$ cat src/include/proc_consts.svh
`ifndef PROC_CONSTS_SVH
`define PROC_CONSTS_SVH

// Datapath widths
`define XLEN 32
`define REG_W 5
`define POS_W 9

// Instruction fields
`define OPC_MSB 31
`define OPC_LSB 27
`define RD_MSB 26
`define RD_LSB 22
`define RS_MSB 21
`define RS_LSB 17
`define RT_MSB 16
`define RT_LSB 12
`define SHAMT_MSB 11
`define SHAMT_LSB 7
`define ALUOP_MSB 6
`define ALUOP_LSB 2
`define IMM_W 17
`define TGT_W 27

// Reset values
`define RESET_PC 32'd0
`define LFSR_SEED 32'h1
// Galois feedback for x^32 + x^22 + x^2 + x + 1
`define LFSR_TAPS 32'h8020_0003

`endif

$ cat src/hdl/isa_pkg.sv
`include "proc_consts.svh"

package isa_pkg;

    typedef enum logic [`OPC_MSB-`OPC_LSB:0] {
        OP_RTYPE = 5'd0,
        OP_J     = 5'd1,
        OP_BNE   = 5'd2,
        OP_ADDI  = 5'd5,
        OP_BLT   = 5'd6,
        OP_SW    = 5'd7,
        OP_LW    = 5'd8
    } opcode_e;

    typedef enum logic [`ALUOP_MSB-`ALUOP_LSB:0] {
        ALU_ADD  = 5'd0,
        ALU_SUB  = 5'd1,
        ALU_AND  = 5'd2,
        ALU_OR   = 5'd3,
        ALU_SLL  = 5'd4,
        ALU_SRA  = 5'd5,
        GAME_PLX = 5'd8,
        GAME_PLY = 5'd9,
        GAME_RND = 5'd10,
        GAME_DIF = 5'd11
    } alu_op_e;

    // Immediate and jump target overlay the low fields
    typedef struct packed {
        opcode_e                          opcode;
        logic [`RD_MSB-`RD_LSB:0]         rd;
        logic [`RS_MSB-`RS_LSB:0]         rs;
        logic [`RT_MSB-`RT_LSB:0]         rt;
        logic [`SHAMT_MSB-`SHAMT_LSB:0]   shamt;
        alu_op_e                          alu_op;
        logic [`ALUOP_LSB-1:0]            pad;
    } instr_t;

    function automatic logic is_game_op(instr_t i);
        return i.opcode == OP_RTYPE && i.alu_op inside {GAME_PLX, GAME_PLY, GAME_RND, GAME_DIF};
    endfunction

    function automatic logic writes_rd(instr_t i);
        return i.opcode inside {OP_RTYPE, OP_ADDI, OP_LW};
    endfunction

    function automatic logic reads_rs(instr_t i);
        return !is_game_op(i) && i.opcode inside {OP_RTYPE, OP_ADDI, OP_LW, OP_SW, OP_BNE, OP_BLT};
    endfunction

    // Second operand is rt for R-type, rd for branches and stores
    function automatic logic reads_rb(instr_t i);
        if (i.opcode == OP_RTYPE) begin
            return !is_game_op(i) && !(i.alu_op inside {ALU_SLL, ALU_SRA});
        end
        return i.opcode inside {OP_BNE, OP_BLT, OP_SW};
    endfunction

    function automatic logic [`REG_W-1:0] src_b_reg(instr_t i);
        return (i.opcode == OP_RTYPE) ? i.rt : i.rd;
    endfunction

endpackage

$ cat src/hdl/pipe_pkg.sv
`include "proc_consts.svh"

package pipe_pkg;

    import isa_pkg::*;

    // Operand source chosen in execute
    typedef enum logic [1:0] {
        FWD_NONE = 2'd0,
        FWD_MEM  = 2'd1,
        FWD_WB   = 2'd2
    } fwd_sel_e;

    // Execute/memory latch
    typedef struct packed {
        instr_t              instr;
        logic [`XLEN-1:0]    result;
        logic [`XLEN-1:0]    store_data;
    } xm_t;

    // Memory/writeback latch
    typedef struct packed {
        instr_t              instr;
        logic [`XLEN-1:0]    result;
        logic [`XLEN-1:0]    load_data;
    } mw_t;

endpackage

$ cat src/hdl/dx_if.sv
`include "proc_consts.svh"

// Decode/execute latch contents shared by the execute units
interface dx_if import isa_pkg::*; ();

    instr_t              dx_instr;
    logic [`XLEN-1:0]    dx_pc;
    logic [`XLEN-1:0]    dx_a;
    logic [`XLEN-1:0]    dx_b;

    modport producer (
        output dx_instr,
        output dx_pc,
        output dx_a,
        output dx_b
    );

    modport consumer (
        input dx_instr,
        input dx_pc,
        input dx_a,
        input dx_b
    );

endinterface

$ cat src/hdl/back_end.sv
`include "proc_consts.svh"

module back_end import isa_pkg::*, pipe_pkg::*; (
    input  logic                clock,
    input  logic                arst_n,
    dx_if.consumer              dx,
    output logic [`XLEN-1:0]    op_a,
    output logic [`XLEN-1:0]    op_b,
    input  logic [`XLEN-1:0]    alu_result,
    input  logic [`XLEN-1:0]    game_value,
    output logic [`XLEN-1:0]    address_dmem,
    output logic [`XLEN-1:0]    data,
    output logic                wren,
    input  logic [`XLEN-1:0]    q_dmem,
    output logic                ctrl_writeEnable,
    output logic [`REG_W-1:0]   ctrl_writeReg,
    output logic [`XLEN-1:0]    data_writeReg,
    output logic [`REG_W-1:0]   mem_rd,
    output logic                mem_is_load
);

    instr_t           ir;
    xm_t              xm;
    mw_t              mw;
    logic             mem_fwd_ok;
    fwd_sel_e         sel_a;
    fwd_sel_e         sel_b;
    logic [`XLEN-1:0] x_result;
    logic             store_fwd;

    assign ir = dx.dx_instr;

    // Memory stage first, then writeback, never register 0
    function automatic fwd_sel_e pick_src(
        input logic              used,
        input logic [`REG_W-1:0] src,
        input logic              m_ok,
        input logic [`REG_W-1:0] m_rd,
        input logic              w_ok,
        input logic [`REG_W-1:0] w_rd
    );
        if (!used || src == '0) begin
            return FWD_NONE;
        end
        if (m_ok && m_rd == src) begin
            return FWD_MEM;
        end
        if (w_ok && w_rd == src) begin
            return FWD_WB;
        end
        return FWD_NONE;
    endfunction

    // A load's memory-stage result is only its address
    assign mem_fwd_ok = writes_rd(xm.instr) && xm.instr.opcode != OP_LW;

    assign sel_a = pick_src(reads_rs(ir), ir.rs, mem_fwd_ok, xm.instr.rd,
                            ctrl_writeEnable, ctrl_writeReg);
    assign sel_b = pick_src(reads_rb(ir), src_b_reg(ir), mem_fwd_ok, xm.instr.rd,
                            ctrl_writeEnable, ctrl_writeReg);

    always_comb begin
        case (sel_a)
            FWD_MEM: op_a = xm.result;
            FWD_WB:  op_a = data_writeReg;
            default: op_a = dx.dx_a;
        endcase
        case (sel_b)
            FWD_MEM: op_b = xm.result;
            FWD_WB:  op_b = data_writeReg;
            default: op_b = dx.dx_b;
        endcase
    end

    assign x_result = is_game_op(ir) ? game_value : alu_result;

    // Load about to enter the memory stage feeds the decode stall
    assign mem_rd      = ir.rd;
    assign mem_is_load = ir.opcode == OP_LW;

    always_ff @(posedge clock or negedge arst_n) begin
        if (!arst_n) begin
            xm <= '0;
            mw <= '0;
        end else begin
            xm.instr      <= ir;
            xm.result     <= x_result;
            xm.store_data <= op_b;
            mw.instr      <= xm.instr;
            mw.result     <= xm.result;
            mw.load_data  <= q_dmem;
        end
    end

    // Store data may come from the instruction just ahead in writeback
    assign store_fwd    = ctrl_writeEnable && ctrl_writeReg == xm.instr.rd;
    assign address_dmem = xm.result;
    assign data         = store_fwd ? data_writeReg : xm.store_data;
    assign wren         = xm.instr.opcode == OP_SW;

    // Writeback
    assign ctrl_writeEnable = writes_rd(mw.instr) && mw.instr.rd != '0;
    assign ctrl_writeReg    = mw.instr.rd;
    assign data_writeReg    = (mw.instr.opcode == OP_LW) ? mw.load_data : mw.result;

    // A store never puts an unknown address or data on the bus
    a_store_known: assert property (@(posedge clock) disable iff (!arst_n)
        wren |-> !$isunknown({address_dmem, data}))
        else $error("Store with unknown address or data");

endmodule

$ cat src/hdl/front_end.sv
`include "proc_consts.svh"

module front_end import isa_pkg::*; (
    input  logic                clock,
    input  logic                arst_n,
    output logic [`XLEN-1:0]    address_imem,
    input  logic [`XLEN-1:0]    q_imem,
    output logic [`REG_W-1:0]   ctrl_readRegA,
    output logic [`REG_W-1:0]   ctrl_readRegB,
    input  logic [`XLEN-1:0]    data_readRegA,
    input  logic [`XLEN-1:0]    data_readRegB,
    input  logic                wb_en,
    input  logic [`REG_W-1:0]   wb_reg,
    input  logic [`XLEN-1:0]    wb_data,
    input  logic [`REG_W-1:0]   mem_rd,
    input  logic                mem_is_load,
    input  logic                branch_taken,
    input  logic [`XLEN-1:0]    branch_target,
    dx_if.producer              dx
);

    logic [`XLEN-1:0] pc;
    logic [`XLEN-1:0] fd_pc;
    instr_t           fd_instr;
    logic [`XLEN-1:0] reg_a;
    logic [`XLEN-1:0] reg_b;
    logic             hit_a;
    logic             hit_b;
    logic             stall;

    assign address_imem = pc;

    // Register read addresses
    assign ctrl_readRegA = fd_instr.rs;
    assign ctrl_readRegB = src_b_reg(fd_instr);

    // Write-through, the register file only updates at the edge
    assign reg_a = (wb_en && wb_reg == ctrl_readRegA) ? wb_data : data_readRegA;
    assign reg_b = (wb_en && wb_reg == ctrl_readRegB) ? wb_data : data_readRegB;

    // Load-use check against the load heading into memory
    // sw store data is covered by writeback forwarding in the memory stage
    assign hit_a = reads_rs(fd_instr) && fd_instr.rs == mem_rd;
    assign hit_b = reads_rb(fd_instr) && fd_instr.opcode != OP_SW && ctrl_readRegB == mem_rd;
    assign stall = mem_is_load && mem_rd != '0 && (hit_a || hit_b);

    // PC and fetch/decode instruction
    always_ff @(posedge clock or negedge arst_n) begin
        if (!arst_n) begin
            pc       <= `RESET_PC;
            fd_instr <= '0;
        end else if (branch_taken) begin
            pc       <= branch_target;
            fd_instr <= '0;
        end else if (!stall) begin
            pc       <= pc + `XLEN'(1);
            fd_instr <= q_imem;
        end
    end

    always_ff @(posedge clock) begin
        if (!branch_taken && !stall) begin
            fd_pc <= pc;
        end
    end

    // Decode/execute instruction, bubble on stall or squash
    always_ff @(posedge clock or negedge arst_n) begin
        if (!arst_n) begin
            dx.dx_instr <= '0;
        end else if (branch_taken || stall) begin
            dx.dx_instr <= '0;
        end else begin
            dx.dx_instr <= fd_instr;
        end
    end

    always_ff @(posedge clock) begin
        dx.dx_pc <= fd_pc;
        dx.dx_a  <= reg_a;
        dx.dx_b  <= reg_b;
    end

    a_pc_known: assert property (@(posedge clock) disable iff (!arst_n) !$isunknown(pc))
        else $error("PC went unknown");

endmodule

$ cat src/hdl/game_io.sv
`include "proc_consts.svh"

module game_io import isa_pkg::*; (
    input  logic                clock,
    input  logic                arst_n,
    dx_if.consumer              dx,
    input  logic [`POS_W-1:0]   player_x,
    input  logic [`POS_W-1:0]   player_y,
    input  logic [`XLEN-1:0]    difficulty,
    output logic [`XLEN-1:0]    game_value
);

    logic [`XLEN-1:0] lfsr;

    // Right-shifting Galois LFSR, steps every cycle
    always_ff @(posedge clock or negedge arst_n) begin
        if (!arst_n) begin
            lfsr <= `LFSR_SEED;
        end else begin
            lfsr <= (lfsr >> 1) ^ ({`XLEN{lfsr[0]}} & `LFSR_TAPS);
        end
    end

    always_comb begin
        case (dx.dx_instr.alu_op)
            GAME_PLX: game_value = {{(`XLEN-`POS_W){1'b0}}, player_x};
            GAME_PLY: game_value = {{(`XLEN-`POS_W){1'b0}}, player_y};
            GAME_RND: game_value = lfsr;
            GAME_DIF: game_value = difficulty;
            default:  game_value = '0;
        endcase
    end

    // Zero is a lock-up state for this generator
    a_lfsr_live: assert property (@(posedge clock) disable iff (!arst_n) lfsr != '0)
        else $error("LFSR reached zero");

endmodule

$ cat src/hdl/int_alu.sv
`include "proc_consts.svh"

module int_alu import isa_pkg::*; (
    dx_if.consumer              dx,
    input  logic [`XLEN-1:0]    op_a,
    input  logic [`XLEN-1:0]    op_b,
    output logic [`XLEN-1:0]    alu_result,
    output logic                branch_taken,
    output logic [`XLEN-1:0]    branch_target
);

    instr_t           ir;
    logic [`XLEN-1:0] imm;
    logic             is_jump;

    assign ir = dx.dx_instr;

    // Sign-extended immediate
    assign imm = {{(`XLEN-`IMM_W){ir[`IMM_W-1]}}, ir[`IMM_W-1:0]};

    always_comb begin
        // addi, lw and sw all compute rs + imm
        alu_result = op_a + imm;
        if (ir.opcode == OP_RTYPE) begin
            case (ir.alu_op)
                ALU_ADD: alu_result = op_a + op_b;
                ALU_SUB: alu_result = op_a - op_b;
                ALU_AND: alu_result = op_a & op_b;
                ALU_OR:  alu_result = op_a | op_b;
                ALU_SLL: alu_result = op_a << ir.shamt;
                ALU_SRA: alu_result = $signed(op_a) >>> ir.shamt;
                // Game reads are replaced downstream
                default: alu_result = '0;
            endcase
        end
    end

    assign is_jump = ir.opcode == OP_J;

    // op_b holds rd, op_a holds rs
    always_comb begin
        case (ir.opcode)
            OP_BNE:  branch_taken = op_b != op_a;
            OP_BLT:  branch_taken = $signed(op_b) < $signed(op_a);
            OP_J:    branch_taken = 1'b1;
            default: branch_taken = 1'b0;
        endcase
    end

    // j target is absolute
    assign branch_target = is_jump ? {{(`XLEN-`TGT_W){1'b0}}, ir[`TGT_W-1:0]}
                                   : dx.dx_pc + `XLEN'(1) + imm;

endmodule

$ cat src/hdl/processor.sv
`include "proc_consts.svh"

module processor (
    input  logic                clock,
    input  logic                arst_n,
    output logic [`XLEN-1:0]    address_imem,
    input  logic [`XLEN-1:0]    q_imem,
    output logic [`XLEN-1:0]    address_dmem,
    output logic [`XLEN-1:0]    data,
    output logic                wren,
    input  logic [`XLEN-1:0]    q_dmem,
    output logic                ctrl_writeEnable,
    output logic [`REG_W-1:0]   ctrl_writeReg,
    output logic [`REG_W-1:0]   ctrl_readRegA,
    output logic [`REG_W-1:0]   ctrl_readRegB,
    output logic [`XLEN-1:0]    data_writeReg,
    input  logic [`XLEN-1:0]    data_readRegA,
    input  logic [`XLEN-1:0]    data_readRegB,
    input  logic [`POS_W-1:0]   player_x,
    input  logic [`POS_W-1:0]   player_y,
    input  logic [`XLEN-1:0]    difficulty
);

    logic [`XLEN-1:0]  op_a;
    logic [`XLEN-1:0]  op_b;
    logic [`XLEN-1:0]  alu_result;
    logic              branch_taken;
    logic [`XLEN-1:0]  branch_target;
    logic [`XLEN-1:0]  game_value;
    logic [`REG_W-1:0] mem_rd;
    logic              mem_is_load;

    dx_if u_dx ();

    // Fetch and decode
    front_end u_front_end (
        .clock          (clock),
        .arst_n         (arst_n),
        .address_imem   (address_imem),
        .q_imem         (q_imem),
        .ctrl_readRegA  (ctrl_readRegA),
        .ctrl_readRegB  (ctrl_readRegB),
        .data_readRegA  (data_readRegA),
        .data_readRegB  (data_readRegB),
        .wb_en          (ctrl_writeEnable),
        .wb_reg         (ctrl_writeReg),
        .wb_data        (data_writeReg),
        .mem_rd         (mem_rd),
        .mem_is_load    (mem_is_load),
        .branch_taken   (branch_taken),
        .branch_target  (branch_target),
        .dx             (u_dx.producer)
    );

    int_alu u_int_alu (
        .dx             (u_dx.consumer),
        .op_a           (op_a),
        .op_b           (op_b),
        .alu_result     (alu_result),
        .branch_taken   (branch_taken),
        .branch_target  (branch_target)
    );

    game_io u_game_io (
        .clock          (clock),
        .arst_n         (arst_n),
        .dx             (u_dx.consumer),
        .player_x       (player_x),
        .player_y       (player_y),
        .difficulty     (difficulty),
        .game_value     (game_value)
    );

    // Forwarding, memory and writeback
    back_end u_back_end (
        .clock            (clock),
        .arst_n           (arst_n),
        .dx               (u_dx.consumer),
        .op_a             (op_a),
        .op_b             (op_b),
        .alu_result       (alu_result),
        .game_value       (game_value),
        .address_dmem     (address_dmem),
        .data             (data),
        .wren             (wren),
        .q_dmem           (q_dmem),
        .ctrl_writeEnable (ctrl_writeEnable),
        .ctrl_writeReg    (ctrl_writeReg),
        .data_writeReg    (data_writeReg),
        .mem_rd           (mem_rd),
        .mem_is_load      (mem_is_load)
    );

endmodule

$ cat config.mk
export PLATFORM = sky130hd
export DESIGN_NAME = processor
export DESIGN_NICKNAME = d
export VERILOG_FILES = /design/src/hdl/isa_pkg.sv /design/src/hdl/pipe_pkg.sv /design/src/hdl/dx_if.sv /design/src/hdl/back_end.sv /design/src/hdl/front_end.sv /design/src/hdl/game_io.sv /design/src/hdl/int_alu.sv /design/src/hdl/processor.sv
export VERILOG_INCLUDE_DIRS = /design/src /design/src/include
export SDC_FILE = /design/constraint.sdc
export NUM_CORES = 1
export LEC_CHECK = 0
export BUFFER_PORTS_ARGS = -buffer_cell sky130_fd_sc_hd__clkbuf_2
export CORE_MARGIN = 2
export CORE_UTILIZATION = 45
export DETAILED_ROUTE_END_ITERATION = 10
export GPL_TIMING_DRIVEN = 0
export PLACE_DENSITY_LB_ADDON = 0.05
export SLEW_MARGIN = 20
export SYNTH_ARGS = -nofsm -noshare
export SYNTH_HDL_FRONTEND = slang
export SYNTH_SLANG_ARGS = --single-unit
$ cat constraint.sdc
create_clock -name clock -period 6.6 [get_ports clock]
set_clock_uncertainty 0.1 [all_clocks]
set_input_delay 1.32 -clock clock [delete_from_list [all_inputs] [get_ports clock]]
set_output_delay 1.32 -clock clock [all_outputs]
set_load 0.01 [all_outputs]
==> results.toml <==
[cells_and_area]
area_growth_pct = 31.7
final_cells = 4775
final_nets = 4253
fillers = 5430
drive_gt1_share_pct = 29.8

[yosys]
synthTopCellsByCount = "325 x nor2_1, 316 x a21oi_1, 275 x dfrtp_1"
synth_cell_types = 106
async_reset_ff_share_pct = 68.3
synth.avg_cell_area_um2 = 8.76
ys.flop_type = "dfrtp_1"
yosysWarningCount = 0
syn_area_um2 = 29100
seq_area_frac_synth_pct = 33.7
ys_seq_elements = 404
synth.most_common_cell = "nor2_1"
synth_cells = 3319
synth.top_cells.by_area = "dfrtp_1 24%, ha_1 8.1%, dfxtp_1 6.6%, a21oi_1 5.4%, nor2_1 4.2%"
synth_top_area_cell = "dfrtp_1"
synth_edf_count = 32
syn-num-nets = 3690
yosysTopAreaCellShare_pct = 23.7

[worst_setup_path]
crit_fanout = 8
crit_path_end_kind = "flop"
cp.arrival_ns = 7.78
critical-path-slowest-cell = "dfrtp_1"
cp.required_ns = 6.93
worst_path_largest_cell_delay_ns = 0.52
r2r-start = "u_front_end.dx.dx_instr[30]$_DFF_PN0_"
path_class = "reg2reg"
reg2reg_slack_ns = -0.86
r2r_end = "u_back_end.address_dmem[25]$_DFF_PN0_"
reg2reg_depth = 33
startpoint_type = "flop"

[clock_network]
clk_latency_ns = 0.63
cts_tree = "yes"
cts_sinks = 404
root_buffer = "clkbuf_16"
cts_made_buffers = 45
clk_pin_slew_ns = 0.06
h-tree-depth = 2
clock_path_buffers = 3

[timing]
max_clock_freq_mhz = 134
setup_viol = 146
hold_viol_final = 0
period_minus_slack_ns = 7.46
slew_headroom_pct = 11.0
setup_tns_ns = -45.58
finalCritPeriodShare_pct = 113
rsz0062_at_grt = "true"
layout_setup_ws_ns = -0.858
tightest_slew_ns = 1.32
slew_violations = 0

[routing]
drt_wl_total_mm = 158
drc = 0
wl_per_cell_um = 33.1
postRouteAntennaNets = 0
first_pass_iters = 7
vias_per_cell = 6.75
drt-initial-drc-count = 4088
vias = 32200

[power_and_ir_drop]
ir_drop_uv = 365
power_density_nw_per_um2 = 536
leakage_nw = 17.0

[min_path]
worstHoldEndpoint = "u_front_end.dx.dx_pc[21]$_DFF_P_"
min_path_cells = 0
hold_path.class = "reg2reg"
hold_path.startpoint = "u_front_end.fd_pc[21]$_DFFE_PP_"

[grt]
grt_max_degree = 89
grt_pass1_wl_mm = 218
grt.overflow.total = 0
grt_util_all_layers_pct = 45.1
grt_pass1_vias = 31100
antenna_found_initial = 9

[floorplanning]
core_area_um2 = 64100
io_pins = 325
die-height_um = 258
die_area_um2 = 66600
fp.dieW_um = 258
start_util_pct = 45.3
num_rows = 93

[placed_design]
gp_congestion = 1.05
place_hpwl_mm = 118
place.port_buffers = 324
place_inst = 4513

[status]
failed_checks = "setup timing"
status = "finished with violations"

[flow_run]
cap_violations = 0
## kinds of logic after synthesis
kind of cell,share of synthesized area (%)
AO/OA/AOI/OAI,25.3
AND/OR/NAND/NOR,15.6
flip-flops,33.7
buffers and inverters,5.73
adder cells (fa/ha/maj),8.37
XOR/XNOR,4.67
multiplexers,6.73
## worst max path at each step
| stage | from | to | cells after the start |
|---|---|---|---|
| 6_report | u_front_end.dx.dx_instr[30]$_DFF_PN0_ | u_back_end.address_dmem[25]$_DFF_PN0_ | 33 |
| 3_5_place_dp | u_front_end.dx.dx_instr[29]$_DFF_PN0_ | u_front_end.fd_pc[0]$_DFFE_PP_ | 25 |
| 5_1_grt | u_front_end.dx.dx_instr[31]$_DFF_PN0_ | u_back_end.address_dmem[25]$_DFF_PN0_ | 31 |
| 4_1_cts | u_front_end.dx.dx_instr[31]$_DFF_PN0_ | u_back_end.address_dmem[25]$_DFF_PN0_ | 30 |
| 2_1_floorplan | u_front_end.dx.dx_instr[29]$_DFF_PN0_ | u_back_end.address_dmem[25]$_DFF_PN0_ | 30 |
| 3_3_place_gp | u_front_end.dx.dx_instr[29]$_DFF_PN0_ | u_back_end.address_dmem[25]$_DFF_PN0_ | 22 |
## critical path, delay by kind of cell, from the launching register on
family | cells | cell delay [ns]
compound gates | 9 | 2.54
simple gates | 10 | 1.74
buf+inv | 9 | 1.39
flops | 1 | 0.52
fa+ha+maj | 2 | 0.51
xor+xnor | 2 | 0.32
mux | 1 | 0.13
## power by group
part	switching [mW]	total [mW]	internal, mW
logic	8.40	13.5	5.07
registers	1.01	4.33	3.32
clock network	1.15	2.73	1.57
## what timing repair did
item / in CTS / in global routing
gates resized for setup: 399 / 236
buffers inserted: 119 / 56
cloned: 9 / 7
pin swaps: 115 / 100
hold buffers: 0 / 0
setup endpoints to repair: 160 / 154
## per-stage QoR
step	hold slack [ns]	cell area [um2]	util (%)	worst slack (ns)	power (mW)
2_1_floorplan	0.223	29100	-	0.0189	10.6
3_3_place_gp	0.224	31800	49.6	-4.33	14.9
3_5_place_dp	0.227	32200	50.2	-4.18	15.1
4_1_cts	0.240	36700	57.2	-0.557	18.9
5_1_grt	0.241	38300	59.7	-0.926	21.1
6_report	0.236	38300	59.7	-0.858	20.5
## state kept, by name (all words and copies together) (netlist names)
register                   cells
u_back_end.mw                 69
u_back_end.xm                 42
u_back_end.address_dmem       32
u_front_end.address_imem      32
u_front_end.dx.dx_a           32
u_front_end.dx.dx_b           32
u_front_end.dx.dx_instr       32
u_front_end.dx.dx_pc          32
u_front_end.fd_pc             32
u_game_io.lfsr                32
u_front_end.fd_instr          27
u_back_end.ctrl_writeReg       5
u_front_end.ctrl_readRegA      5
## cell type report
class,count,area [um2],area share (%)
buffer,216,1410,3.69
timing repair buffer,524,3700,9.65
sequential,404,9800,25.6
tap,855,1070,2.79
antenna,1,2.50,0.00653
multi-input combinational,2529,20100,52.5
clock buffer,63,1280,3.35
clock inverter,21,293,0.765
inverter,162,629,1.64
## metal layers
metal | up-vias | wire length (um) | track usage [%]
met5 | - | 27 | 0.0712
met4 | 4 | 13900 | 29.7
met3 | 682 | 16800 | 10.5
met2 | 2450 | 69800 | 71.7
met1 | 15800 | 57500 | 54.8
li1 | 13300 | - | -
## cell usage in the layout, fill, tap and decap left out, types with 34 or more instances in the layout
cell type    n
a21o_1      78
a21oi_1    276
and2_1      35
and3_1      43
buf_4      175
buf_6       47
clkbuf_1   107
clkbuf_16   57
clkbuf_2   331
dfrtp_1    268
dfxtp_1     96
ha_1       165
inv_1      140
mux2_2      35
mux2i_1     61
mux4_2      40
nand2_1    208
nand2b_1    34
nand3_1     66
nor2_1     312
nor3_1      46
o211ai_1    45
o21ai_0    137
xnor2_1     75
xor2_1      62
Power figures use the tool's default switching activity.
